<file path="src/design/snake_display_pkg.sv">
//----------------------------------------
// shared timing, geometry, widths, tile codes and palette
// for the snake tile-map display; use with scoped names
//----------------------------------------

package snake_display_pkg;

  //----------------------------------------
  // 640x480 timing, in 50 MHz clock cycles
  localparam int h_active      = 1280;
  localparam int h_front_porch = 32;
  localparam int h_sync        = 192;
  localparam int h_back_porch  = 96;
  localparam int h_total       = h_active + h_front_porch + h_sync + h_back_porch;

  // vertical timing in lines
  localparam int v_active      = 480;
  localparam int v_front_porch = 10;
  localparam int v_sync        = 2;
  localparam int v_back_porch  = 33;
  localparam int v_total       = v_active + v_front_porch + v_sync + v_back_porch;

  //----------------------------------------
  // tile map geometry
  localparam int map_cols     = 40;
  localparam int map_rows     = 30;
  // 16 pixel tiles, two counts per pixel across
  localparam int tile_h_shift = 5;
  localparam int tile_v_shift = 4;

  // bus word layout
  localparam int tiles_per_word  = 4;
  localparam int words_per_row   = 10;
  localparam int background_addr = 300;

  //----------------------------------------
  typedef logic [10:0] hcount_t;
  typedef logic [9:0]  vcount_t;
  typedef logic [5:0]  tile_col_t;
  typedef logic [4:0]  tile_row_t;
  typedef logic [7:0]  tile_code_t;
  typedef logic [8:0]  bus_addr_t;
  typedef logic [31:0] bus_data_t;
  typedef logic [15:0] rgb565_t;
  typedef logic [23:0] rgb_t;
  typedef logic [7:0]  channel_t;

  // tile codes, anything above tile_body draws as empty
  localparam tile_code_t tile_empty = 8'd0;
  localparam tile_code_t tile_apple = 8'd1;
  localparam tile_code_t tile_head  = 8'd2;
  localparam tile_code_t tile_body  = 8'd3;

  // palette
  localparam rgb565_t apple_color = 16'hf800;
  localparam rgb565_t head_color  = 16'h07e0;
  localparam rgb565_t body_color  = 16'h03e0;
  localparam rgb565_t wall_color  = 16'h8410;

endpackage

</file>
<file path="src/design/video_timing.sv">
//----------------------------------------
// 640x480 beam counters and sync, one pixel every other clock
//----------------------------------------
`timescale 1ns/1ns

module video_timing #(
  parameter int h_active      = snake_display_pkg::h_active,
  parameter int h_front_porch = snake_display_pkg::h_front_porch,
  parameter int h_sync        = snake_display_pkg::h_sync,
  parameter int h_back_porch  = snake_display_pkg::h_back_porch,
  parameter int v_active      = snake_display_pkg::v_active,
  parameter int v_front_porch = snake_display_pkg::v_front_porch,
  parameter int v_sync        = snake_display_pkg::v_sync,
  parameter int v_back_porch  = snake_display_pkg::v_back_porch
) (
  input  logic                        clk,
  input  logic                        reset,
  output snake_display_pkg::hcount_t  hcount,
  output snake_display_pkg::vcount_t  vcount,
  output logic                        display_enable,
  output logic                        hsync_n,
  output logic                        vsync_n,
  output logic                        pixel_clk
);

  localparam snake_display_pkg::hcount_t h_last =
    snake_display_pkg::hcount_t'(h_active + h_front_porch + h_sync + h_back_porch - 1);
  localparam snake_display_pkg::vcount_t v_last =
    snake_display_pkg::vcount_t'(v_active + v_front_porch + v_sync + v_back_porch - 1);

  // sync windows, first count inside and first count past
  localparam snake_display_pkg::hcount_t hs_first =
    snake_display_pkg::hcount_t'(h_active + h_front_porch);
  localparam snake_display_pkg::hcount_t hs_end =
    snake_display_pkg::hcount_t'(h_active + h_front_porch + h_sync);
  localparam snake_display_pkg::vcount_t vs_first =
    snake_display_pkg::vcount_t'(v_active + v_front_porch);
  localparam snake_display_pkg::vcount_t vs_end =
    snake_display_pkg::vcount_t'(v_active + v_front_porch + v_sync);

  logic end_of_line;
  logic end_of_frame;

  assign end_of_line  = (hcount == h_last);
  assign end_of_frame = (vcount == v_last);

  always_ff @(posedge clk or posedge reset) begin
    if (reset) begin
      hcount <= '0;
    end else if (end_of_line) begin
      hcount <= '0;
    end else begin
      hcount <= hcount + 1'b1;
    end
  end

  // line counter steps once per wrap of hcount
  always_ff @(posedge clk or posedge reset) begin
    if (reset) begin
      vcount <= '0;
    end else if (end_of_line) begin
      vcount <= end_of_frame ? '0 : vcount + 1'b1;
    end
  end

  assign hsync_n        = !(hcount >= hs_first && hcount < hs_end);
  assign vsync_n        = !(vcount >= vs_first && vcount < vs_end);
  assign display_enable = (hcount < h_active) && (vcount < v_active);
  assign pixel_clk      = hcount[0];

endmodule

</file>
<file path="config.mk">
export PLATFORM = sky130hd
export DESIGN_NAME = video_timing
export DESIGN_NICKNAME = d
export VERILOG_FILES = /design/src/design/snake_display_pkg.sv /design/src/design/video_timing.sv
export SDC_FILE = /design/constraint.sdc
export NUM_CORES = 1
export LEC_CHECK = 0
export ABC_AREA = 1
export BUFFER_PORTS_ARGS = -buffer_cell sky130_fd_sc_hd__buf_2
export CAP_MARGIN = 15
export CORE_UTILIZATION = 40
export CTS_BUF_LIST = sky130_fd_sc_hd__clkbuf_2
export CTS_CLUSTER_SIZE = 20
export DETAILED_ROUTE_END_ITERATION = 8
export HOLD_SLACK_MARGIN = 0.05
export PLACE_DENSITY_LB_ADDON = 0.15
export SETUP_SLACK_MARGIN = 0.02
export SYNTH_ARGS = -nofsm -noshare
export SYNTH_HDL_FRONTEND = slang
export SYNTH_SLANG_ARGS = --single-unit
</file>
<file path="constraint.sdc">
create_clock -name clk -period 2.98 [get_ports clk]
set_clock_uncertainty 0.05 [all_clocks]
set_input_delay 0.745 -clock clk [delete_from_list [all_inputs] [get_ports clk]]
set_output_delay 0.745 -clock clk [all_outputs]
set_load 0.05 [all_outputs]
</file>
; ---- Yosys cells after proc, flatten, opt, wreduce, memory -nomap -nowiden
; Index checks and enable logic that the tools add are counted.
; W data, S select, Z words.
[word_totals]
output_inout_bits = 25
in_bits = 2
reg_bits = 21
wordCells = 19
[op_classes]
n_mux = 2
n_lt_le_gt_ge = 6
n_addsub = 2
eq_ne = 2
reduce_logical = 5
[ops]
columns = cell, count
row1 = $lt A11 B11 Y1 const B, 2
row2 = $lt A10 B9 Y1 const B, 2
row3 = $add A11 B1 Y11 const B, 1
row4 = $eq A11 B11 Y1 const B, 1
row5 = $ge A11 B11 Y1 const B, 1
row6 = $mux W11, 1
row7 = $add A10 B1 Y10 const B, 1
row8 = $eq A10 B10 Y1 const B, 1
row9 = $ge A10 B9 Y1 const B, 1
row10 = $mux W10, 1
row11 = $logic_and A1 B1 Y1, 3
row12 = $logic_not A1 Y1, 2

; ---- Depth between registers and ports, before layout
; Gate-level depths: netlist of run 1.
[depth]
word_depth = 3
ltp_mapped = 7
mapped_depth_nobuf = 7

; ---- Worst setup path before layout of run 1
; Ideal clock, no wire load.
[synth_path]
path_type = register -> output
startpoint = reg hcount[6]
endpoint = out hsync_n
stages_incl_launch_ff = 4
n_path_buf = 0
arrival_time_ns = 1.963
path_slack_ns = 0.222
t_required_ns = 2.185
path_cell_list = dfrtp_1 nor2_4 inv_1 o21ai_0
[synth_via]
elab_chain_cells = 3
word_cells_on_any_way = 4
classes_between = order compare: 2 / reduce/logical: 2
[synth_rtl]
columns = item, line_no
row1 = start: declaration, video_timing.sv:18  ; output snake_display_pkg::hcount_t hcount,
row2 = start signal: assignment, video_timing.sv:53  ; hcount <= hcount + 1'b1;
row3 = $ge A11 B11 Y1 / $lt A11 B11 Y1 (equally long branches), video_timing.sv:66  ; assign hsync_n = !(hcount >= hs_first && hcount < hs_end);
row4 = $logic_and A1 B1 Y1 *, video_timing.sv:66
row5 = $logic_not A1 Y1 *, video_timing.sv:66
row6 = end: declaration, video_timing.sv:21  ; output logic hsync_n,
; Every way passes the cells marked *; elsewhere a longest branch is shown, timed or not.

; ---- Worst setup path after layout of run 1
[layout_path]
startpoint = reg vcount[0]
endpoint = out vsync_n
[layout_via]
elab_chain_cells = 3
word_cells_on_any_way = 4
classes_between = order compare: 2 / reduce/logical: 2
[layout_rtl]
columns = item, line_no
row1 = start: declaration, video_timing.sv:19  ; output snake_display_pkg::vcount_t vcount,
row2 = start signal: assignment, video_timing.sv:62  ; vcount <= end_of_frame ? '0 : vcount + 1'b1;
row3 = $ge A10 B9 Y1 / $lt A10 B9 Y1 (equally long branches), video_timing.sv:67  ; assign vsync_n = !(vcount >= vs_first && vcount < vs_end);
row4 = $logic_and A1 B1 Y1 *, video_timing.sv:67
row5 = $logic_not A1 Y1 *, video_timing.sv:67
row6 = end: declaration, video_timing.sv:22  ; output logic vsync_n,
; Marked as above.

==> flow_summary_export.csv, run 1 <==
group,metric,value,unit
synthesis,netlist.area_leader.share,42.7,%
setup_path,critPathMaxFanout,7,
status,violations,"design-rule violations",
power,power.density,297,nW/um^2
routing,ant_nets,0,
global_routing,grt_pass1_vias,935,
flow_run,max_cap_violations,0,
setup_path,arrival,1.61,ns
sta,setup_slack,0.571,ns
global_routing,grt-ovfl-total,0,
global_routing,grtUsageTotal,17.1,%
cells_and_area,fin_util,49.5,%
setup_path,path_class,"flop to output pin",
sta,rsz0062_at_grt,"false",
cells_and_area,layout-drive-gt1-share,20.0,%
place,place.gp.congestion,0.822,
clocking,cts_buffers,3,
synthesis,synthesis.nets,164,
setup_path,rrSetupSlack,1.07,ns
setup_path,crit_required,2.18,ns
cells_and_area,area_growth,13.8,%
clocking,path_clk_slew,0.21,ns
sta,fmax,415,MHz
synthesis,yosysSeqAreaShare,42.7,%
synthesis,synthTopCellsByArea,"dfrtp_1, nand2_1, inv_1",
global_routing,antenna_found_initial,0,
synthesis,avgSynthCellArea,7.83,um^2
min_path,hp-class,"primary input to async pin",
floorplanning,die_x,57.5,um
synthesis,synthCells,157,
routing,firstDrtPassIters,6,
place,place_area,1380,um^2
clocking,clock-sinks,21,
clocking,cts_resized,0,
clocking,cts_buffer_depth,2,
floorplanning,start_util,43.5,%
floorplanning,core,2830,um^2
cells_and_area,fill_cells,291,
synthesis,yosysWarnings,0,
clocking,ctsHtreeMaxLevel,1,
routing,wirelength,2550,um
clocking,root_buffer,"clkbuf_2",
sta,fin_setup_tns,0,ns
floorplanning,row_count,19,
sta,holdWs,0.481,ns
global_routing,grt_max_degree,22,
sta,post-route-period-util,80.8,%
sta,final_max_slew_viol_count,0,
setup_path,r2r_start,"hcount[0]$_DFF_PP0_",
sta,setup_viol,0,
global_routing,grt_pass1_wl,4380,um
setup_path,rr_worst_depth,6,
status,status,"complete, but fails checks",
clocking,cts_hold_buf,0,
sta,worst_pin_slew,0.798,ns
routing,drt_iter0_markers,41,
synthesis,synth_top_cell_by_area,"dfrtp_1",
routing,via_count,1106,
place,dp_slack,0.983,ns
floorplanning,die_h,57.5,um
power,totalPowerFinal,416,uW
routing,vias_per_cell,5.12,
place,dp_hpwl,1830,um
setup_path,reg2reg_to,"vcount[2]$_DFFE_PP0N_",
place,portBuffers,26,
power,power_leakage,0.758,nW
place,dpl.cell_count,212,
routing,wl_per_cell,11.8,um
cells_and_area,n_antenna_cell,0,
clocking,insertion_delay,0.32,ns
power,peakVddDrop,0.226,mV
synthesis,ys_ff_latch,21,
sta,period_needed,2.41,ns
synthesis,yosysUniqueCellTypes,21,
clocking,cts_tree,"built",
synthesis,netlist_area,1230,um^2
setup_path,worstSetupStartpoint,"vcount[0]$_DFFE_PP0N_",
floorplanning,dieArea,3300,um^2
sta,final_hold_viol_count,0,
cells_and_area,stdcell_area,1400,um^2
clocking,post-cts-setup-buffer-count,0,
setup_path,crit_path_end_kind,"output pin",
cells_and_area,layout.nets,193,
routing,drc_errors,1,
sta,max_slew_margin,46.7,%
setup_path,crit_chain,"inv_1 > ha_1 > o211ai_1 > buf_2",
floorplanning,ios,27,
setup_path,slowest_delay,0.50,ns
setup_path,crit_slowest_cell,"dfrtp_1",
cells_and_area,final_cells,216,
setup_path,worstSetupStartpointType,"flop",
==> sequential cells by signal, summed over array words and instances, names as in the netlist <==
name and flops:
vcount 10, hcount 11
==> cell usage in the layout (no fill, tap or decap), drive strengths merged <==
cell	netlist	routed
nand2	33	33
nor4	1	1
nand3	15	15
xnor2	1	1
nor3	3	3
nor2	23	23
xor2	7	7
ha	5	5
nand4	7	7
inv	26	26
dfrtp	21	21
o21ai	10	10
clkbuf	0	4
a21oi	1	1
buf	2	26
o211ai	1	1
clkinv	1	1
==> routing by layer <==
| layer | global-route usage, % | wire length [um] | vias up |
|---|---|---|---|
| met2 | 25.9 | 1130 | 25 |
| met4 | 4.18 | 21 | 0 |
| li1 | - | - | 555 |
| met3 | 4.76 | 101 | 2 |
| met5 | 0 | 0 | - |
| met1 | 24.3 | 1300 | 524 |
==> area by class of cell <==
cell class | count | area, um^2 | area share [%]
Timing Repair Buffer | 26 | 130 | 9.29
Sequential cell | 21 | 526 | 37.5
Multi-Input combinational cell | 107 | 584 | 41.7
Clock buffer | 4 | 20.0 | 1.43
Tap cell | 31 | 38.8 | 2.77
Inverter | 27 | 101 | 7.24
==> synth_stat cells <==
cell      number
nor3_1         2
xor2_1         7
o21ai_0       10
nand3_2        3
xnor2_1        1
ha_1           5
buf_6          1
inv_1         26
nand4_1        7
nor4_1         1
nand2_1       31
o211ai_1       1
nor2_1        22
clkinv_1       1
nand2_2        2
dfrtp_1       21
buf_4          1
a21oi_1        1
nor2_4         1
nand3_1       12
nor3_4         1
==> where the power goes <==
part / switching, mW / total, mW / internal, mW
Clock: 0.0895 / 0.125 / 0.0355
Sequential: 0 / 0.285 / 0.285
Combinational: 0.00549 / 0.00602 / 0.000527
==> critical path, delay by kind of cell, from the launching register on <==
family / cells / cell delay (ns)
flip-flops: 1 / 0.50
adder cells (fa/ha/maj): 1 / 0.21
AO/OA/AOI/OAI: 1 / 0.17
buffers and inverters: 2 / 0.42
==> how the worst max path moves through the flow <==
stage	end	cells past startpoint	slack, ns
global placement	vsync_n	4	1.04
floorplan	hsync_n	3	0.22
detailed placement	vsync_n	4	0.98
global route	vsync_n	4	0.44
finish	vsync_n	4	0.57
CTS	vsync_n	4	0.56
==> cells by family after synthesis <==
kind of cell               count (synthesis)  synth area share (%)
AOI/OAI and AO/OA                         12                  5.09
xor gates and xnor gates                   8                  5.70
adders and majority gates                  5                  5.09
buffers and inverters                     29                  9.77
DFF                                       21                  42.7
and+or+nand+nor                           82                  31.6
(Power assumes the default switching activity.)
==> run 2, diff against run 1 <==
==> constraint.sdc (replaced) <==
create_clock -name clk -period 2 [get_ports clk]
set_clock_uncertainty 0.05 [all_clocks]
set_input_delay 0.5 -clock clk [delete_from_list [all_inputs] [get_ports clk]]
set_output_delay 0.5 -clock clk [all_outputs]
set_load 0.05 [all_outputs]
==> run 2 against run 1 <==
The run still ends with design-rule violations left. Sequential cell count is the same. Non-clock buffer count up 14. Global-route usage is 1.8 points higher. Sequential power grew 49%. First-iteration DRC count is 32% higher. Wire length up 11%. Register-to-register slack worse by 0.75 ns. Critical path type unchanged. Highest routed layer unchanged.
==> flow_summary_export.csv, run 2 (synthesized netlist as in run 1, its figures left out) <==
group,metric,value,unit
status,status,"complete, but fails checks",
status,violations,"design-rule violations",
routing,met1Wirelength,1330,um
global_routing,grt_max_degree,22,
setup_path,crit_required,1.45,ns
floorplanning,die_h,57.5,um
place,dp_slack,0.256,ns
clocking,path_clk_slew,0.21,ns
cells_and_area,fin_util,55.0,%
routing,wirelength,2830,um
place,dp_hpwl,1970,um
flow_run,max_cap_violations,0,
clocking,root_buffer,"clkbuf_2",
power,switching_share,22.5,%
global_routing,grt_pass1_vias,1048,
global_routing,antenna_found_initial,0,
clocking,insertion_delay,0.31,ns
routing,via_count,1147,
global_routing,grt-ovfl-total,0,
routing,drc_errors,1,
power,p_clk_share,29.6,%
setup_path,crit_path_end_kind,"output pin",
cells_and_area,layout.nets,207,
setup_path,critPathMaxFanout,2,
place,portBuffers,26,
place,place_area,1410,um^2
clocking,ctsHtreeMaxLevel,1,
power,power.density,399,nW/um^2
floorplanning,ios,27,
routing,wl_met3,69,um
power,p_seq_share,68.6,%
cells_and_area,largest_reg_flops,11,
clocking,clock-sinks,21,
setup_path,path_class,"flop to output pin",
cells_and_area,final_cells,230,
floorplanning,dieArea,3300,um^2
global_routing,grt_pass1_wl,4820,um
clocking,cts_buffers,3,
place,place.gp.congestion,0.834,
routing,drt_iter0_markers,54,
sta,period_needed,1.92,ns
clocking,cts_buffer_depth,2,
routing,vias_per_cell,4.99,
setup_path,arrival,1.37,ns
cells_and_area,stdcell_area,1560,um^2
clocking,cts_tree,"built",
clocking,cts_hold_buf,0,
cells_and_area,n_antenna_cell,0,
power,pwr-share-comb,1.8,%
power,p_int,480,uW
floorplanning,core,2830,um^2
cells_and_area,layout_commonest_cell,"nand2_1",
sta,fin_setup_tns,0,ns
sta,max_slew_margin,71.8,%
global_routing,grtUsageTotal,18.9,%
min_path,hp-class,"primary input to async pin",
place,dpl.cell_count,215,
sta,fmax,519,MHz
routing,firstDrtPassIters,6,
floorplanning,die_x,57.5,um
sta,post-route-period-util,96.2,%
sta,setup_viol,0,
cells_and_area,reg_top3,"hcount (11), vcount (10)",
routing,ant_nets,0,
power,peakVddDrop,0.210,mV
routing,top_layer,"met4",
floorplanning,start_util,43.5,%
sta,worst_pin_slew,0.419,ns
cells_and_area,fill_cells,282,
cells_and_area,layout-drive-gt1-share,33.7,%
routing,wl_met2,1420,um
cells_and_area,largest-register,"hcount",
cells_and_area,mostFrequentLayoutCells,"nand2_1, inv_1, buf_2, nor2_1, buf_4",
routing,wl_per_cell,12.3,um
power,p_sw,140,uW
sta,final_hold_viol_count,0,
floorplanning,row_count,19,
sta,final_max_slew_viol_count,0,
sta,setup_slack,0.0751,ns
cells_and_area,area_growth,26.4,%
power,power_leakage,0.830,nW
setup_path,worstSetupStartpointType,"flop",
sta,rsz0062_at_grt,"true",
## run 2: per-stage QoR
stage	hold slack, ns	power, mW
after floorplan	0.426	0.439
after global placement	0.461	0.444
after detailed placement	0.466	0.444
after CTS	0.110	0.631
after global routing	0.122	0.644
final	0.118	0.620
## run 2: metal layers
| layer | vias to the layer above | track usage (%) |
|---|---|---|
| li1 | 580 | - |
| met1 | 540 | 26.9 |
| met2 | 25 | 30.1 |
| met3 | 2 | 2.04 |
| met4 | 0 | 6.27 |
| met5 | - | 0 |
## run 2: final cells by class
cell class	instances	area (um^2)	share of cell area [%]
repair buffers	40	246	15.8
well taps	31	38.8	2.49
inverters	27	101	6.52
flip-flops and latches	21	537	34.5
clock buffers	4	20.0	1.29
multi-input cells	107	612	39.3
## run 2: path summary, 6_finish.rpt
kind | startpoint | end | cells past startpoint | slack, ns
max | vcount[4]$_DFFE_PP0N_ | vsync_n | 3 | 0.08
min | reset | hcount[3]$_DFF_PP0_ | 3 | 0.12
max reg2reg | hcount[0]$_DFF_PP0_ | vcount[5]$_DFFE_PP0N_ | 6 | 0.32
min reg2reg | hcount[0]$_DFF_PP0_ | hcount[0]$_DFF_PP0_ | 1 | 0.48
max in group asynchronous | reset | hcount[7]$_DFF_PP0_ | 3 | 1.54
min in group clk | hcount[0]$_DFF_PP0_ | hcount[0]$_DFF_PP0_ | 1 | 0.48
## run 2: power groups by stage
stage / sequential, mW / combinational, mW / clock, mW
global placement: 0.433 / 0.0116 / 0
CTS: 0.425 / 0.0118 / 0.194
detailed placement: 0.433 / 0.0118 / 0
floorplan: 0.433 / 0.00635 / 0
global route: 0.425 / 0.0128 / 0.205
finish: 0.425 / 0.0109 / 0.184
## run 2: what timing repair did
action | CTS | global route
pin swaps | 0 | 2
hold endpoints to repair | 0 | 0
setup buffers | 7 | 4
endpoints found under the setup margin | 3 | 3
resized for setup | 8 | 9
## run 2: critical path, cell delays in order (launching register included)
cell and delay [ns]:
dfrtp_2 0.46, nor4_2 0.27, o211ai_1 0.13, buf_4 0.20
