`config.mk`:
```
export PLATFORM = sky130hd
export DESIGN_NAME = tile_renderer_flat
export DESIGN_NICKNAME = d
export VERILOG_FILES = /design/src/design/snake_display_pkg.sv /design/src/design/tile_lookup_if.sv /design/src/design/tile_renderer.sv /design/src/flat_wrapper.sv
export SDC_FILE = /design/constraint.sdc
export NUM_CORES = 1
export LEC_CHECK = 0
export BUFFER_PORTS_ARGS = -buffer_cell sky130_fd_sc_hd__buf_2
export CAP_MARGIN = 10
export CORE_MARGIN = 5
export CORE_UTILIZATION = 45
export CTS_BUF_LIST = sky130_fd_sc_hd__clkbuf_8
export DETAILED_ROUTE_END_ITERATION = 6
export GPL_TIMING_DRIVEN = 0
export PLACE_DENSITY_LB_ADDON = 0.12
export SLEW_MARGIN = 5
export SYNTH_ARGS = -nofsm -noshare
export SYNTH_HDL_FRONTEND = slang
export SYNTH_SLANG_ARGS = --single-unit
```
`constraint.sdc`:
```
create_clock -name clk -period 3.7 [get_ports clk]
set_input_delay 0.555 -clock clk [delete_from_list [all_inputs] [get_ports clk]]
set_output_delay 0.555 -clock clk [all_outputs]
set_load 0.01 [all_outputs]
```
`src/design/snake_display_pkg.sv`:
```
//----------------------------------------
// shared timing, geometry, widths, tile codes and palette
// for the snake tile-map display; use with scoped names
//----------------------------------------

package snake_display_pkg;

  //----------------------------------------
  // 640x480 timing, in 50 MHz clock cycles
  localparam int h_active      = 1280;
  localparam int h_front_porch = 32;
  localparam int h_sync        = 192;
  localparam int h_back_porch  = 96;
  localparam int h_total       = h_active + h_front_porch + h_sync + h_back_porch;

  // vertical timing in lines
  localparam int v_active      = 480;
  localparam int v_front_porch = 10;
  localparam int v_sync        = 2;
  localparam int v_back_porch  = 33;
  localparam int v_total       = v_active + v_front_porch + v_sync + v_back_porch;

  //----------------------------------------
  // tile map geometry
  localparam int map_cols     = 40;
  localparam int map_rows     = 30;
  // 16 pixel tiles, two counts per pixel across
  localparam int tile_h_shift = 5;
  localparam int tile_v_shift = 4;

  // bus word layout
  localparam int tiles_per_word  = 4;
  localparam int words_per_row   = 10;
  localparam int background_addr = 300;

  //----------------------------------------
  typedef logic [10:0] hcount_t;
  typedef logic [9:0]  vcount_t;
  typedef logic [5:0]  tile_col_t;
  typedef logic [4:0]  tile_row_t;
  typedef logic [7:0]  tile_code_t;
  typedef logic [8:0]  bus_addr_t;
  typedef logic [31:0] bus_data_t;
  typedef logic [15:0] rgb565_t;
  typedef logic [23:0] rgb_t;
  typedef logic [7:0]  channel_t;

  // tile codes, anything above tile_body draws as empty
  localparam tile_code_t tile_empty = 8'd0;
  localparam tile_code_t tile_apple = 8'd1;
  localparam tile_code_t tile_head  = 8'd2;
  localparam tile_code_t tile_body  = 8'd3;

  // palette
  localparam rgb565_t apple_color = 16'hf800;
  localparam rgb565_t head_color  = 16'h07e0;
  localparam rgb565_t body_color  = 16'h03e0;
  localparam rgb565_t wall_color  = 16'h8410;

endpackage

```
`src/design/tile_lookup_if.sv`:
```
//----------------------------------------
// tile map lookup from the renderer into the map storage
//----------------------------------------
`timescale 1ns/1ns

interface tile_lookup_if;

  snake_display_pkg::tile_col_t  tile_col;
  snake_display_pkg::tile_row_t  tile_row;
  // combinational from the stored map
  snake_display_pkg::tile_code_t tile_code;
  snake_display_pkg::rgb_t       background;

  modport renderer (output tile_col, output tile_row,
                    input tile_code, input background);

  modport map (input tile_col, input tile_row,
               output tile_code, output background);

endinterface

```
`src/design/tile_renderer.sv`:
```
//----------------------------------------
// two-stage pixel pipeline: tile lookup and wall test,
// then palette select; colour lags the beam by two clocks
//----------------------------------------
`timescale 1ns/1ns

module tile_renderer #(
  parameter int map_cols = snake_display_pkg::map_cols,
  parameter int map_rows = snake_display_pkg::map_rows
) (
  input  logic                        clk,
  input  logic                        reset,
  input  snake_display_pkg::hcount_t  hcount,
  input  snake_display_pkg::vcount_t  vcount,
  input  logic                        display_enable,
  tile_lookup_if.renderer             lookup,
  output snake_display_pkg::channel_t vga_r,
  output snake_display_pkg::channel_t vga_g,
  output snake_display_pkg::channel_t vga_b
);

  // border is two tiles thick, sides start below the top band
  localparam snake_display_pkg::tile_col_t right_first =
    snake_display_pkg::tile_col_t'(map_cols - 2);
  localparam snake_display_pkg::tile_col_t col_last =
    snake_display_pkg::tile_col_t'(map_cols - 1);
  localparam snake_display_pkg::tile_row_t bottom_first =
    snake_display_pkg::tile_row_t'(map_rows - 2);
  localparam snake_display_pkg::tile_row_t row_last =
    snake_display_pkg::tile_row_t'(map_rows - 1);

  snake_display_pkg::tile_col_t  col;
  snake_display_pkg::tile_row_t  row;
  logic                          wall_hit;

  snake_display_pkg::tile_code_t code_q;
  logic                          wall_q;
  logic                          enable_q;

  snake_display_pkg::rgb_t       pixel_rgb;
  snake_display_pkg::rgb_t       rgb_q;

  function automatic snake_display_pkg::rgb_t widen(input snake_display_pkg::rgb565_t c);
    return {c[15:11], 3'b000, c[10:5], 2'b00, c[4:0], 3'b000};
  endfunction

  //----------------------------------------
  // stage 1
  // rows past 31 wrap, but those lines are blanked
  assign col = snake_display_pkg::tile_col_t'(hcount >> snake_display_pkg::tile_h_shift);
  assign row = snake_display_pkg::tile_row_t'(vcount >> snake_display_pkg::tile_v_shift);

  assign lookup.tile_col = col;
  assign lookup.tile_row = row;

  assign wall_hit = (col <= 1 && row >= 4) ||
                    (col >= right_first && col <= col_last && row >= 4) ||
                    (row == 2 || row == 3) ||
                    (row >= bottom_first && row <= row_last);

  always_ff @(posedge clk or posedge reset) begin
    if (reset) begin
      code_q   <= snake_display_pkg::tile_empty;
      wall_q   <= 1'b0;
      enable_q <= 1'b0;
    end else begin
      code_q   <= lookup.tile_code;
      wall_q   <= wall_hit;
      enable_q <= display_enable;
    end
  end

  //----------------------------------------
  // stage 2
  always_comb begin
    if (!enable_q) begin
      pixel_rgb = '0;
    end else begin
      case (code_q)
        snake_display_pkg::tile_apple: pixel_rgb = widen(snake_display_pkg::apple_color);
        snake_display_pkg::tile_head:  pixel_rgb = widen(snake_display_pkg::head_color);
        snake_display_pkg::tile_body:  pixel_rgb = widen(snake_display_pkg::body_color);
        // empty and unknown codes fall through to wall or background
        default: begin
          pixel_rgb = wall_q ? widen(snake_display_pkg::wall_color) : lookup.background;
        end
      endcase
    end
  end

  always_ff @(posedge clk or posedge reset) begin
    if (reset) begin
      rgb_q <= '0;
    end else begin
      rgb_q <= pixel_rgb;
    end
  end

  assign vga_r = rgb_q[23:16];
  assign vga_g = rgb_q[15:8];
  assign vga_b = rgb_q[7:0];

endmodule

```
`src/flat_wrapper.sv`:
```
// flat-port wrapper written by rule: the top's interface ports become plain ports
module tile_renderer_flat 
#(
  parameter int map_cols = snake_display_pkg::map_cols,
  parameter int map_rows = snake_display_pkg::map_rows
)
  (clk, reset, hcount, vcount, display_enable, vga_r, vga_g, vga_b, lookup_tile_col, lookup_tile_row, lookup_tile_code, lookup_background);
  tile_lookup_if lookup_i ();
  input  logic clk;
  input  logic reset;
  input  snake_display_pkg::hcount_t hcount;
  input  snake_display_pkg::vcount_t vcount;
  input  logic display_enable;
  output snake_display_pkg::channel_t vga_r;
  output snake_display_pkg::channel_t vga_g;
  output snake_display_pkg::channel_t vga_b;
  output wire logic [$bits(lookup_i.tile_col)-1:0] lookup_tile_col;
  output wire logic [$bits(lookup_i.tile_row)-1:0] lookup_tile_row;
  input wire logic [$bits(lookup_i.tile_code)-1:0] lookup_tile_code;
  input wire logic [$bits(lookup_i.background)-1:0] lookup_background;
  assign lookup_tile_col = lookup_i.tile_col;
  assign lookup_tile_row = lookup_i.tile_row;
  assign lookup_i.tile_code = lookup_tile_code;
  assign lookup_i.background = lookup_background;
  tile_renderer #(.map_cols(map_cols), .map_rows(map_rows)) u_core (.clk(clk), .reset(reset), .hcount(hcount), .vcount(vcount), .display_enable(display_enable), .lookup(lookup_i), .vga_r(vga_r), .vga_g(vga_g), .vga_b(vga_b));
endmodule
```
==> After elaboration in Yosys (flattened, before gate mapping) <==
Cells that the tools add are included.
{ "classes": {"eq_ne": 5, "muxes": 3, "reduce_logical": 8, "n_lt_le_gt_ge": 6} }
{ "op_table": {"columns": ["cell", "n"], "rows": [
  ["case mux 24 bit (3 select lines)", 1],
  ["two-way mux 24 bit", 2],
  ["equality test 8 x 2 -> 1 bit (second input constant)", 2],
  ["equality test 5 x 2 -> 1 bit (second input constant)", 2],
  ["equality test 8 x 1 -> 1 bit (second input constant)", 1],
  ["greater-or-equal comparator 6 bit (second input constant)", 1],
  ["less-or-equal comparator 6 x 1 -> 1 bit (second input constant)", 1],
  ["less-or-equal comparator 6 bit (second input constant)", 1],
  ["greater-or-equal comparator 5 x 3 -> 1 bit (second input constant)", 1],
  ["greater-or-equal comparator 5 bit (second input constant)", 1],
  ["less-or-equal comparator 5 bit (second input constant)", 1],
  ["logical AND 1 bit", 4],
  ["logical OR 1 bit", 4]
]} }
{ "word_totals": {"register_bits": 34, "input_bits": 56, "out_inout_bits": 35, "word_cells": 26} }

==> Longest topological paths before layout <==
Gate-level depths: netlist (run 1).
{ "logic_depth": {"depth_word": 6, "mapped_depth": 5, "depth_no_buf": 3} }

==> Least setup slack after synthesis (run 1) <==
OpenSTA, ideal clock, no wires.
{ "synth_timing": {"path_type": "register -> register", "start": "reg u_core.code_q[7]", "end": "reg u_core.rgb_q[10]", "setup_ns": 0.122, "arrival_time_ns": 1.568, "t_required_ns": 3.578, "n_path_buf": 1, "period_less_slack_ns": 1.689, "slack_ns": 2.011, "path_stages_with_launch": 5, "cell_sequence": "dfrtp_1 -> or4_4 -> or3_1 -> clkbuf_2 -> a32o_1"} }
{ "synth_between": {"elab_chain_cells": 3, "elab_cells_between_ends": 5, "cone_classes": "eq/ne: 3; mux: 2"} }
{ "synth_rtl": {"columns": ["element", "line_no", "source"], "rows": [
  ["from (decl)", "tile_renderer.sv:36", "snake_display_pkg::tile_code_t code_q;"],
  ["from (signal assigned)", "tile_renderer.sv:63", "code_q <= snake_display_pkg::tile_empty;"],
  ["from (signal assigned)", "tile_renderer.sv:67", "code_q <= lookup.tile_code;"],
  ["equality test 8 x 2 -> 1 bit / equality test 8 x 1 -> 1 bit (equally long branches)", "tile_renderer.sv:79", "case (code_q)"],
  ["case mux 24 bit (3 select lines) *", "tile_renderer.sv:79", null],
  ["two-way mux 24 bit *", "tile_renderer.sv:76", "if (!enable_q) begin"],
  ["via u_core.pixel_rgb[10]", "tile_renderer.sv:40", "snake_display_pkg::rgb_t pixel_rgb;"],
  ["to (signal assigned)", "tile_renderer.sv:95", "rgb_q <= pixel_rgb;"],
  ["to (decl)", "tile_renderer.sv:41", "snake_display_pkg::rgb_t rgb_q;"]
]} }
Mark *: on every way through the listed nets, which the timed path passes. The rest lies on a longest branch.

==> Final worst setup path (run 1) <==
Ends and elaborated chain as after synthesis.

==> impl_metrics.tcl, run 1 <==
set metrics [dict create \
    syn-num-nets 153 \
    timing.critical_path.slowest_cell_delay_ns 0.56 \
    tns_ns 0 \
    maximum_number_of_pins_on_one_net_before_global_route_repair 35 \
    place_inst 206 \
    synth_top_family_by_area "simple AND/OR/NAND/NOR gates" \
    startpoint_type "flop" \
    synth_compound_area_frac 0.09617 \
    fin_crit_period_ns 1.772 \
    post_drt_via_cell_ratio 4.458 \
    placed_cell_area_um2 1704 \
    clock_sink_count 34 \
    fillers 231 \
    synth_area_per_cell_um2 13.14 \
    antenna_violating_nets_post_route 0 \
    min_period_over_period 0.4789 \
    crit-reg2reg-launch "u_core.code_q[7]" \
    timing.critical_path.cells "or4_4 > or3_1 > clkbuf_2 > a32o_1" \
    hpwlAfterDp_um 2031 \
    power_per_cell_area_nw_per_um2 426.6 \
    synth-warning-count 0 \
    layout.cells.most_common "buf_2" \
    synth_edf_count 0 \
    total_die_area_um2 3998 \
    grt_total_ovfl 0 \
    die_y_um 63.23 \
    clockBufferDepth 2 \
    layout-drive-gt1-share 0.5792 \
    cts.repair_timing.setup_buffer_count 0 \
    wire_length_of_the_first_global_routing_pass_um 4450 \
    netlist-cell-type-count 26 \
    required_ns 3.86 \
    worstHoldPathType "in2async" \
    crit_slowest_cell "or4_4" \
    postCtsResizedCells 0 \
    cp.arrival_ns 1.93 \
    cts_inserted_buffers 5 \
    worst_r2r_end "u_core.rgb_q[10]" \
    cts_root_buf "clkbuf_8" \
    max_freq_mhz 564.3 \
    postSynth.topFlopCell "dfrtp_1" \
    ir_drop_worst_case_vdd_uv 328.2 \
    tritoncts "done" \
    grt_setup_unrepaired "false" \
    worstMarginPinSlew_ns 0.6714 \
    cpLargestDelayFamily "simple AND/OR/NAND/NOR gates" \
    weighted_congestion_reported_at_the_end_of_routability_driven_placement 0.6508 \
    grt_pass1_vias 1033 \
    worst-path-max-fanout 7 \
    gate_count_after_technology_mapping 97 \
    start_util 0.4664 \
    share_of_synthesized_area_spent_on_multiplexers 0 \
    power_leakage_nw 1.007 \
    share_of_the_core_filled_with_cells 0.6568 \
    worst_setup_hold_path_clk_slew_ns 0.06 \
    crit_path_end_kind "flop" \
    yosys.area_share.xor_xnor 0 \
    r2r_slack_ns 1.93 \
    status "complete, no violations" \
    worstRegToRegCells 4 \
    post_synthesis_simple_gate_area_fraction 0.1521 \
    final_nets 238 \
    hold_ws_ns 0.3810 \
    async_reset_ff_frac 1.000 \
    dp_worst_setup_slack_ns 1.928 \
    synth_sequential_area_ratio 0.6673 \
    layout.cell_area.non_filler_um2 1795 \
    floorplan.io_pins 91 \
    yosys.area_share.adder 0 \
    syn_to_final_growth_pct 40.82 \
    final_cells 214 \
    n_antenna_cell 0 \
    fin_worst_skew_ns 0.004962 \
    postRouteWirelength_um 2586 \
    timing.final.hold_violations 0 \
    fp.dieW_um 63.23 \
    setup_violations 0 \
    fp-row-count 19 \
    max-slew-margin-rel 0.5517 \
    initial_drc_count 41 \
    track_usage 0.1389 \
    maxCapViolations 0 \
    floorplan.core_area_um2 2734 \
    slew_violations 0 \
    sequential_cell_area_um2 850.8 \
    timing.final.ws_setup_ns 1.928 \
    cts_hold_buffers 0 \
    antenna_found_initial 0 \
    most-common-layout-cells "79 x buf_2, 34 x dfrtp_1, 12 x and2_1, 11 x buf_4, 6 x clkbuf_8" \
    cts.htree.levels 2 \
    detailedRoute.firstPassIterationCount 3 \
    number_of_synthesized_register_bits 34 \
    total_power_mw 0.7660 \
    route.detailed.wl_per_inst_um 12.08 \
    worst_skew_pair.late_latency_ns 0.27 \
    critPathKind "reg2reg" \
    buffer_ports.inserted 78 \
    multi_input_area_um2 316.6 \
    critical_path.n_buffers_inverters 1 \
    synth.cell_area_um2 1275 \
    drcViolationCount 0 \
    vias 954 \
]
-- worst max-delay path by stage --
stage	from	endpoint	slack (ns)	cells past startpoint
after floorplan	u_core.code_q[7]	u_core.rgb_q[10]	2.01	4
after global placement	u_core.code_q[7]	u_core.rgb_q[14]	1.95	4
after detailed placement	u_core.code_q[7]	u_core.rgb_q[10]	1.93	4
after CTS	u_core.code_q[7]	u_core.rgb_q[10]	1.92	4
after global routing	u_core.code_q[7]	u_core.rgb_q[10]	1.83	4
final	u_core.code_q[7]	u_core.rgb_q[10]	1.93	4
-- cell type report --
type / count / area share
Buffer: 14 / 0.05366
Inverter: 3 / 0.006272
Clock buffer: 6 / 0.04599
Tap cell: 31 / 0.02160
Clock inverter: 2 / 0.004878
Timing Repair Buffer: 78 / 0.2174
Sequential cell: 34 / 0.4739
Multi-Input combinational cell: 46 / 0.1763
-- routing by layer --
| metal | track usage | up-vias | routed length [um] |
|---|---|---|---|
| li1 | - | 488 | - |
| met1 | 0.1504 | 419 | 931 |
| met3 | 0.06927 | 2 | 319 |
| met5 | 0 | - | 0 |
| met4 | 0.04675 | 0 | 9 |
| met2 | 0.2346 | 45 | 1326 |
-- power breakdown --
| part | switching [mW] | internal, mW |
|---|---|---|
| combinational | 0.0487 | 0.0538 |
| sequential | 0.00626 | 0.394 |
| clock | 0.117 | 0.147 |
-- cell usage after synthesis, drive strengths merged, types with 2 or more instances --
cell,instances,area [um2]
a21oi,5,25.02
a32o,5,50.05
and2,12,75.07
buf,12,87.58
clkbuf,2,8.750
dfrtp,34,850.8
inv,3,11.26
nand2b,4,25.02
nor2,3,11.26
nor3,2,10.01
or2,2,12.51
or3,2,13.77
-- registers in the layout, indices dropped and copies added, names as in the netlist --
register and cells:
u_core.wall_q 1, u_core.rgb_q 24, u_core.code_q 8, u_core.enable_q 1
-- logic make-up (layout without fill, tap and decap cells) --
logic type	after synthesis	in the layout
buf+inv	17	103
simple gates	31	31
compound gates	15	15
flops	34	34
Power figures use the tool's default switching activity.
==> run 2, diff against run 1 <==
Settings changed: CORE_UTILIZATION 45 to 37.
Clock period 3.7 ns to 1.6 ns, I/O delays scaled along.
==> run 2 against run 1 <==
Against the previous run: the run now ends with negative setup slack left; register-to-register slack got worse by 2.0 ns; worst setup slack got worse by 2.0 ns; hold slack got worse by 0.31 ns; count of clock-buffer cells in the layout unchanged; power increased to 2.5 times the previous value; global-route usage decreased by 2.1 points; largest power group unchanged; highest routed layer unchanged.
==> impl_metrics.tcl, run 2 (synthesis gave the netlist of run 1 again) <==
set metrics [dict create \
    worstHoldPathType "in2async" \
    worst-path-max-fanout 7 \
    route.detailed.wl_per_inst_um 11.85 \
    wire_length_of_the_first_global_routing_pass_um 3995 \
    initial_drc_count 16 \
    layout-drive-gt1-share 0.6133 \
    placed_cell_area_um2 1733 \
    globalRouteMet1Util 0.1183 \
    status "finished, violations left" \
    grt-busiest-layer "met2" \
    fp.dieW_um 68.70 \
    syn_to_final_growth_pct 46.42 \
    grt_setup_unrepaired "true" \
    cts_hold_buffers 0 \
    worstMarginPinSlew_ns 0.6741 \
    die_y_um 68.70 \
    global_route.usage.met3 0.06159 \
    slew_violations 0 \
    startpoint_type "flop" \
    biggestRegsByFlops "u_core.rgb_q (24), u_core.code_q (8)" \
    clock_sink_count 34 \
    final_cells 227 \
    grt_pass1_vias 955 \
    fin_worst_skew_ns 0.002636 \
    maxCapViolations 0 \
    antenna_found_initial 0 \
    share_of_the_core_filled_with_cells 0.5594 \
    drcViolationCount 0 \
    cts_inserted_buffers 5 \
    maximum_number_of_pins_on_one_net_before_global_route_repair 35 \
    fillers 308 \
    track_usage 0.1175 \
    setup_violations 16 \
    worst_skew_pair.late_latency_ns 0.27 \
    final_nets 237 \
    layout.cell_area.non_filler_um2 1867 \
    post_drt_via_cell_ratio 4.313 \
    max_freq_mhz 586.3 \
    power_per_cell_area_nw_per_um2 1039 \
    buffer_ports.inserted 78 \
    required_ns 1.76 \
    min_period_over_period 1.066 \
    timing.final.ws_setup_ns -0.1057 \
    layout.cells.most_common "buf_2" \
    crit_path_end_kind "flop" \
    detailedRoute.firstPassIterationCount 4 \
    vias 979 \
    max-slew-margin-rel 0.5499 \
    tritoncts "done" \
    postRouteWirelength_um 2691 \
    n_antenna_cell 0 \
    antenna_violating_nets_post_route 0 \
    cts_root_buf "clkbuf_8" \
    cts.htree.levels 2 \
    weighted_congestion_reported_at_the_end_of_routability_driven_placement 0.6908 \
    place_inst 221 \
    gr-usage-met2 0.2050 \
    power_leakage_nw 1.019 \
    largest_register_ffs 24 \
    floorplan.core_area_um2 3337 \
    failed_checks "negative setup slack" \
    timing.final.hold_violations 0 \
    most-common-layout-cells "79 x buf_2, 34 x dfrtp_1, 12 x and2_1, 11 x buf_4, 7 x clkbuf_8" \
    start_util 0.3821 \
    fin_crit_period_ns 1.706 \
    hpwlAfterDp_um 2141 \
    floorplan.io_pins 91 \
    fp-row-count 21 \
    grt_total_ovfl 0 \
    critPathKind "reg2reg" \
    clockBufferDepth 2 \
    worst_setup_hold_path_clk_slew_ns 0.06 \
    largest-register "u_core.rgb_q" \
    total_die_area_um2 4720 \
    cts.repair_timing.setup_buffer_count 0 \
    ir_drop_worst_case_vdd_uv 705.2 \
    cp.arrival_ns 1.86 \
]
-- run 2: path summary, 6_finish.rpt --
check,start,to,slack (ns),cells past startpoint
max,u_core.code_q[7],u_core.rgb_q[10],-0.11,3
min in group clk,lookup_tile_code[4],u_core.code_q[4],0.07,1
max in group asynchronous,reset,u_core.code_q[3],1.10,2
max reg2reg,u_core.code_q[7],u_core.rgb_q[10],-0.11,3
min,reset,u_core.rgb_q[20],0.07,2
min reg2reg,u_core.wall_q,u_core.rgb_q[7],0.65,1
-- run 2: per-layer routing --
layer,up-vias,wire (um)
li1,485,-
met2,52,1332
met4,0,36
met1,436,957
met3,6,364
met5,-,0
-- run 2: power by group --
group / internal, mW / switching (mW)
clock network: 0.498 / 0.270
logic: 0.130 / 0.118
registers: 0.910 / 0.0140
-- run 2: worst max-delay path: stages, from the launching register on --
cell	delay, ns
dfrtp_1	0.36
or4_4	0.57
or3_4	0.40
a32o_1	0.26
-- run 2: stage by stage --
stage / setup TNS, ns / power, mW / setup slack [ns] / hold WS, ns
2_1_floorplan: -0.4872 / 1.066 / -0.08887 / 0.2714
3_3_place_gp: -1.814 / 1.182 / -0.1629 / 0.3489
3_5_place_dp: -2.121 / 1.188 / -0.1813 / 0.3494
4_1_cts: -1.825 / 1.963 / -0.1134 / 0.06053
5_1_grt: -2.123 / 2.038 / -0.1357 / 0.05261
6_report: -1.207 / 1.939 / -0.1057 / 0.06763
-- run 2: layout make-up --
cell class,count,area [um2],share of cell area
clock inverter,1,30.03,0.01609
tap,46,57.56,0.03083
clock buffer,6,82.58,0.04424
multi-input combinational,46,342.8,0.1836
inverter,3,11.26,0.006032
sequential,34,850.8,0.4558
buffer,13,101.3,0.05429
timing repair buffer,78,390.4,0.2091
-- run 2: timing repair --
item,in CTS,in global routing
gates resized for setup,3,3
endpoints found under the setup margin,22,22
endpoints found under the hold margin,0,0
pin swaps,1,0
==> run 3, diff against run 2 <==
Settings changed: PLACE_DENSITY_LB_ADDON 0.12 to 0.08.
==> run 3 against run 2 <==
Against the previous run: the run still ends with negative setup slack left; global-route usage up 0.92 points; design area grew 0.87%; sequential share of layout area down 0.39 points; flip-flop and latch count stayed put; wire length increased by 2.3%; cell count is 0.88% higher; worst setup slack better by 0.034 ns; largest cell class unchanged; non-clock buffer count is 1 higher; combinational power up 2%; die area stayed put; clock power fell by 7.2%.
==> impl_metrics.tcl, run 3 (synthesis gave the netlist of run 1 again) <==
set metrics [dict create \
    status "finished, violations left" \
    failed_checks "negative setup slack" \
    final_nets 238 \
    hpwlAfterDp_um 2204 \
    power_frac_seq 0.489 \
    final_cells 229 \
    power.internal_mw 1.475 \
    power.share.combinational 0.133 \
    wire_length_of_the_first_global_routing_pass_um 4264 \
    tritoncts "done" \
    initial_drc_count 47 \
    fp.dieW_um 68.70 \
    layout.cell_area.non_filler_um2 1883 \
    syn_to_final_growth_pct 47.69 \
    startpoint_type "flop" \
    layout.cells.most_common "buf_2" \
    cts_inserted_buffers 5 \
    n_antenna_cell 0 \
    crit_slowest_cell "or4_4" \
    total_power_mw 1.890 \
    min_period_over_period 1.045 \
    post_drt_via_cell_ratio 4.428 \
    clock_sink_count 34 \
    cts_hold_buffers 0 \
    switching_share_of_power 0.2194 \
    detailedRoute.firstPassIterationCount 4 \
    route.detailed.wl_per_inst_um 12.02 \
    placed_cell_area_um2 1733 \
    antenna_violating_nets_post_route 0 \
    timing.critical_path.slowest_cell_delay_ns 0.55 \
    buffer_ports.inserted 78 \
    maximum_number_of_pins_on_one_net_before_global_route_repair 35 \
    setup_violations 15 \
    hold_ws_ns 0.05009 \
    max-slew-margin-rel 0.5606 \
    worstHoldPathType "in2async" \
    largest_register_ffs 24 \
    critPathKind "reg2reg" \
    power_per_cell_area_nw_per_um2 1003 \
    grt_setup_unrepaired "true" \
    clkPwrFrac 0.378 \
    max_freq_mhz 598.1 \
    cp.arrival_ns 1.84 \
    worst_skew_pair.late_latency_ns 0.28 \
    weighted_congestion_reported_at_the_end_of_routability_driven_placement 0.6361 \
    fin_crit_period_ns 1.672 \
    maxCapViolations 0 \
    start_util 0.3821 \
    timing.critical_path.cells "or4_4 > or3_4 > a32o_1" \
    cts.htree.levels 2 \
    biggestRegsByFlops "u_core.rgb_q (24), u_core.code_q (8)" \
    crit_path_end_kind "flop" \
    ir_drop_worst_case_vdd_uv 535.5 \
    slew_violations 0 \
    place_inst 221 \
    fin_worst_skew_ns 0.003279 \
    cts_root_buf "clkbuf_8" \
    share_of_the_core_filled_with_cells 0.5643 \
    grt_total_ovfl 0 \
    grt_pass1_vias 1006 \
    timing.final.ws_setup_ns -0.07189 \
    postRouteWirelength_um 2753 \
    required_ns 1.77 \
    timing.final.hold_violations 0 \
    worst-path-max-fanout 7 \
    die_y_um 68.70 \
    layout-drive-gt1-share 0.6120 \
    track_usage 0.1267 \
    floorplan.io_pins 91 \
    power_leakage_nw 1.030 \
    floorplan.core_area_um2 3337 \
    worst_setup_hold_path_clk_slew_ns 0.06 \
    most-common-layout-cells "79 x buf_2, 34 x dfrtp_1, 12 x and2_1, 12 x buf_4, 9 x clkbuf_8" \
    dp_worst_setup_slack_ns -0.1657 \
    fillers 316 \
    total_die_area_um2 4720 \
    largest-register "u_core.rgb_q" \
    tns_ns -0.8465 \
    antenna_found_initial 0 \
    fp-row-count 21 \
    vias 1014 \
    drcViolationCount 0 \
    clockBufferDepth 2 \
    netSwitchingPower_mw 0.4145 \
    worstMarginPinSlew_ns 0.6581 \
]
==> run 3: what timing repair did <==
| item | CTS | global route |
|---|---|---|
| pin swaps | 0 | 1 |
| setup buffers | 1 | 0 |
| gates resized for setup | 5 | 2 |
| setup endpoints to repair | 22 | 21 |
==> run 3: worst max-delay path, delay by kind of cell (launching register included) <==
kind            cells  cell delay [ns]
simple gates        2             0.94
compound gates      1             0.26
flops               1             0.36
==> run 3: layout make-up <==
class / instances / area, um2 / share of cell area
multi-input cells: 46 / 354.1 / 0.1880
inverters: 3 / 11.26 / 0.005980
plain buffers: 13 / 101.3 / 0.05382
well taps: 46 / 57.56 / 0.03056
repair buffers: 79 / 397.9 / 0.2113
flip-flops and latches: 34 / 850.8 / 0.4518
clock buffers: 8 / 110.1 / 0.05847
==> run 3: final timing paths <==
kind                                startpoint               end  depth (start not counted)  slack, ns
hold / removal                           reset  u_core.rgb_q[13]                          2       0.05
max in group asynchronous                reset  u_core.rgb_q[22]                          2       1.12
setup / recovery              u_core.code_q[7]  u_core.rgb_q[14]                          3      -0.07
hold reg to reg                  u_core.wall_q   u_core.rgb_q[7]                          1       0.64
min in group clk           lookup_tile_code[2]  u_core.code_q[2]                          1       0.06
setup reg to reg              u_core.code_q[7]  u_core.rgb_q[14]                          3      -0.07
==> run 3: per-layer routing <==
layer	GRT usage	part of all wire	wire length (um)
met3	0.06483	0.11	312
met2	0.2110	0.51	1399
met5	0	0	0
met1	0.1358	0.36	1002
met4	0.05109	0.014	39
==> run 3: power by group through the flow <==
stage               clock [mW]  combinational (mW)  sequential (mW)
finish                   0.713               0.252            0.925
global route             0.779               0.281            0.929
CTS                      0.740               0.255            0.925
detailed placement           0               0.249            0.941
global placement             0               0.242            0.940
floorplan                    0               0.103            0.962
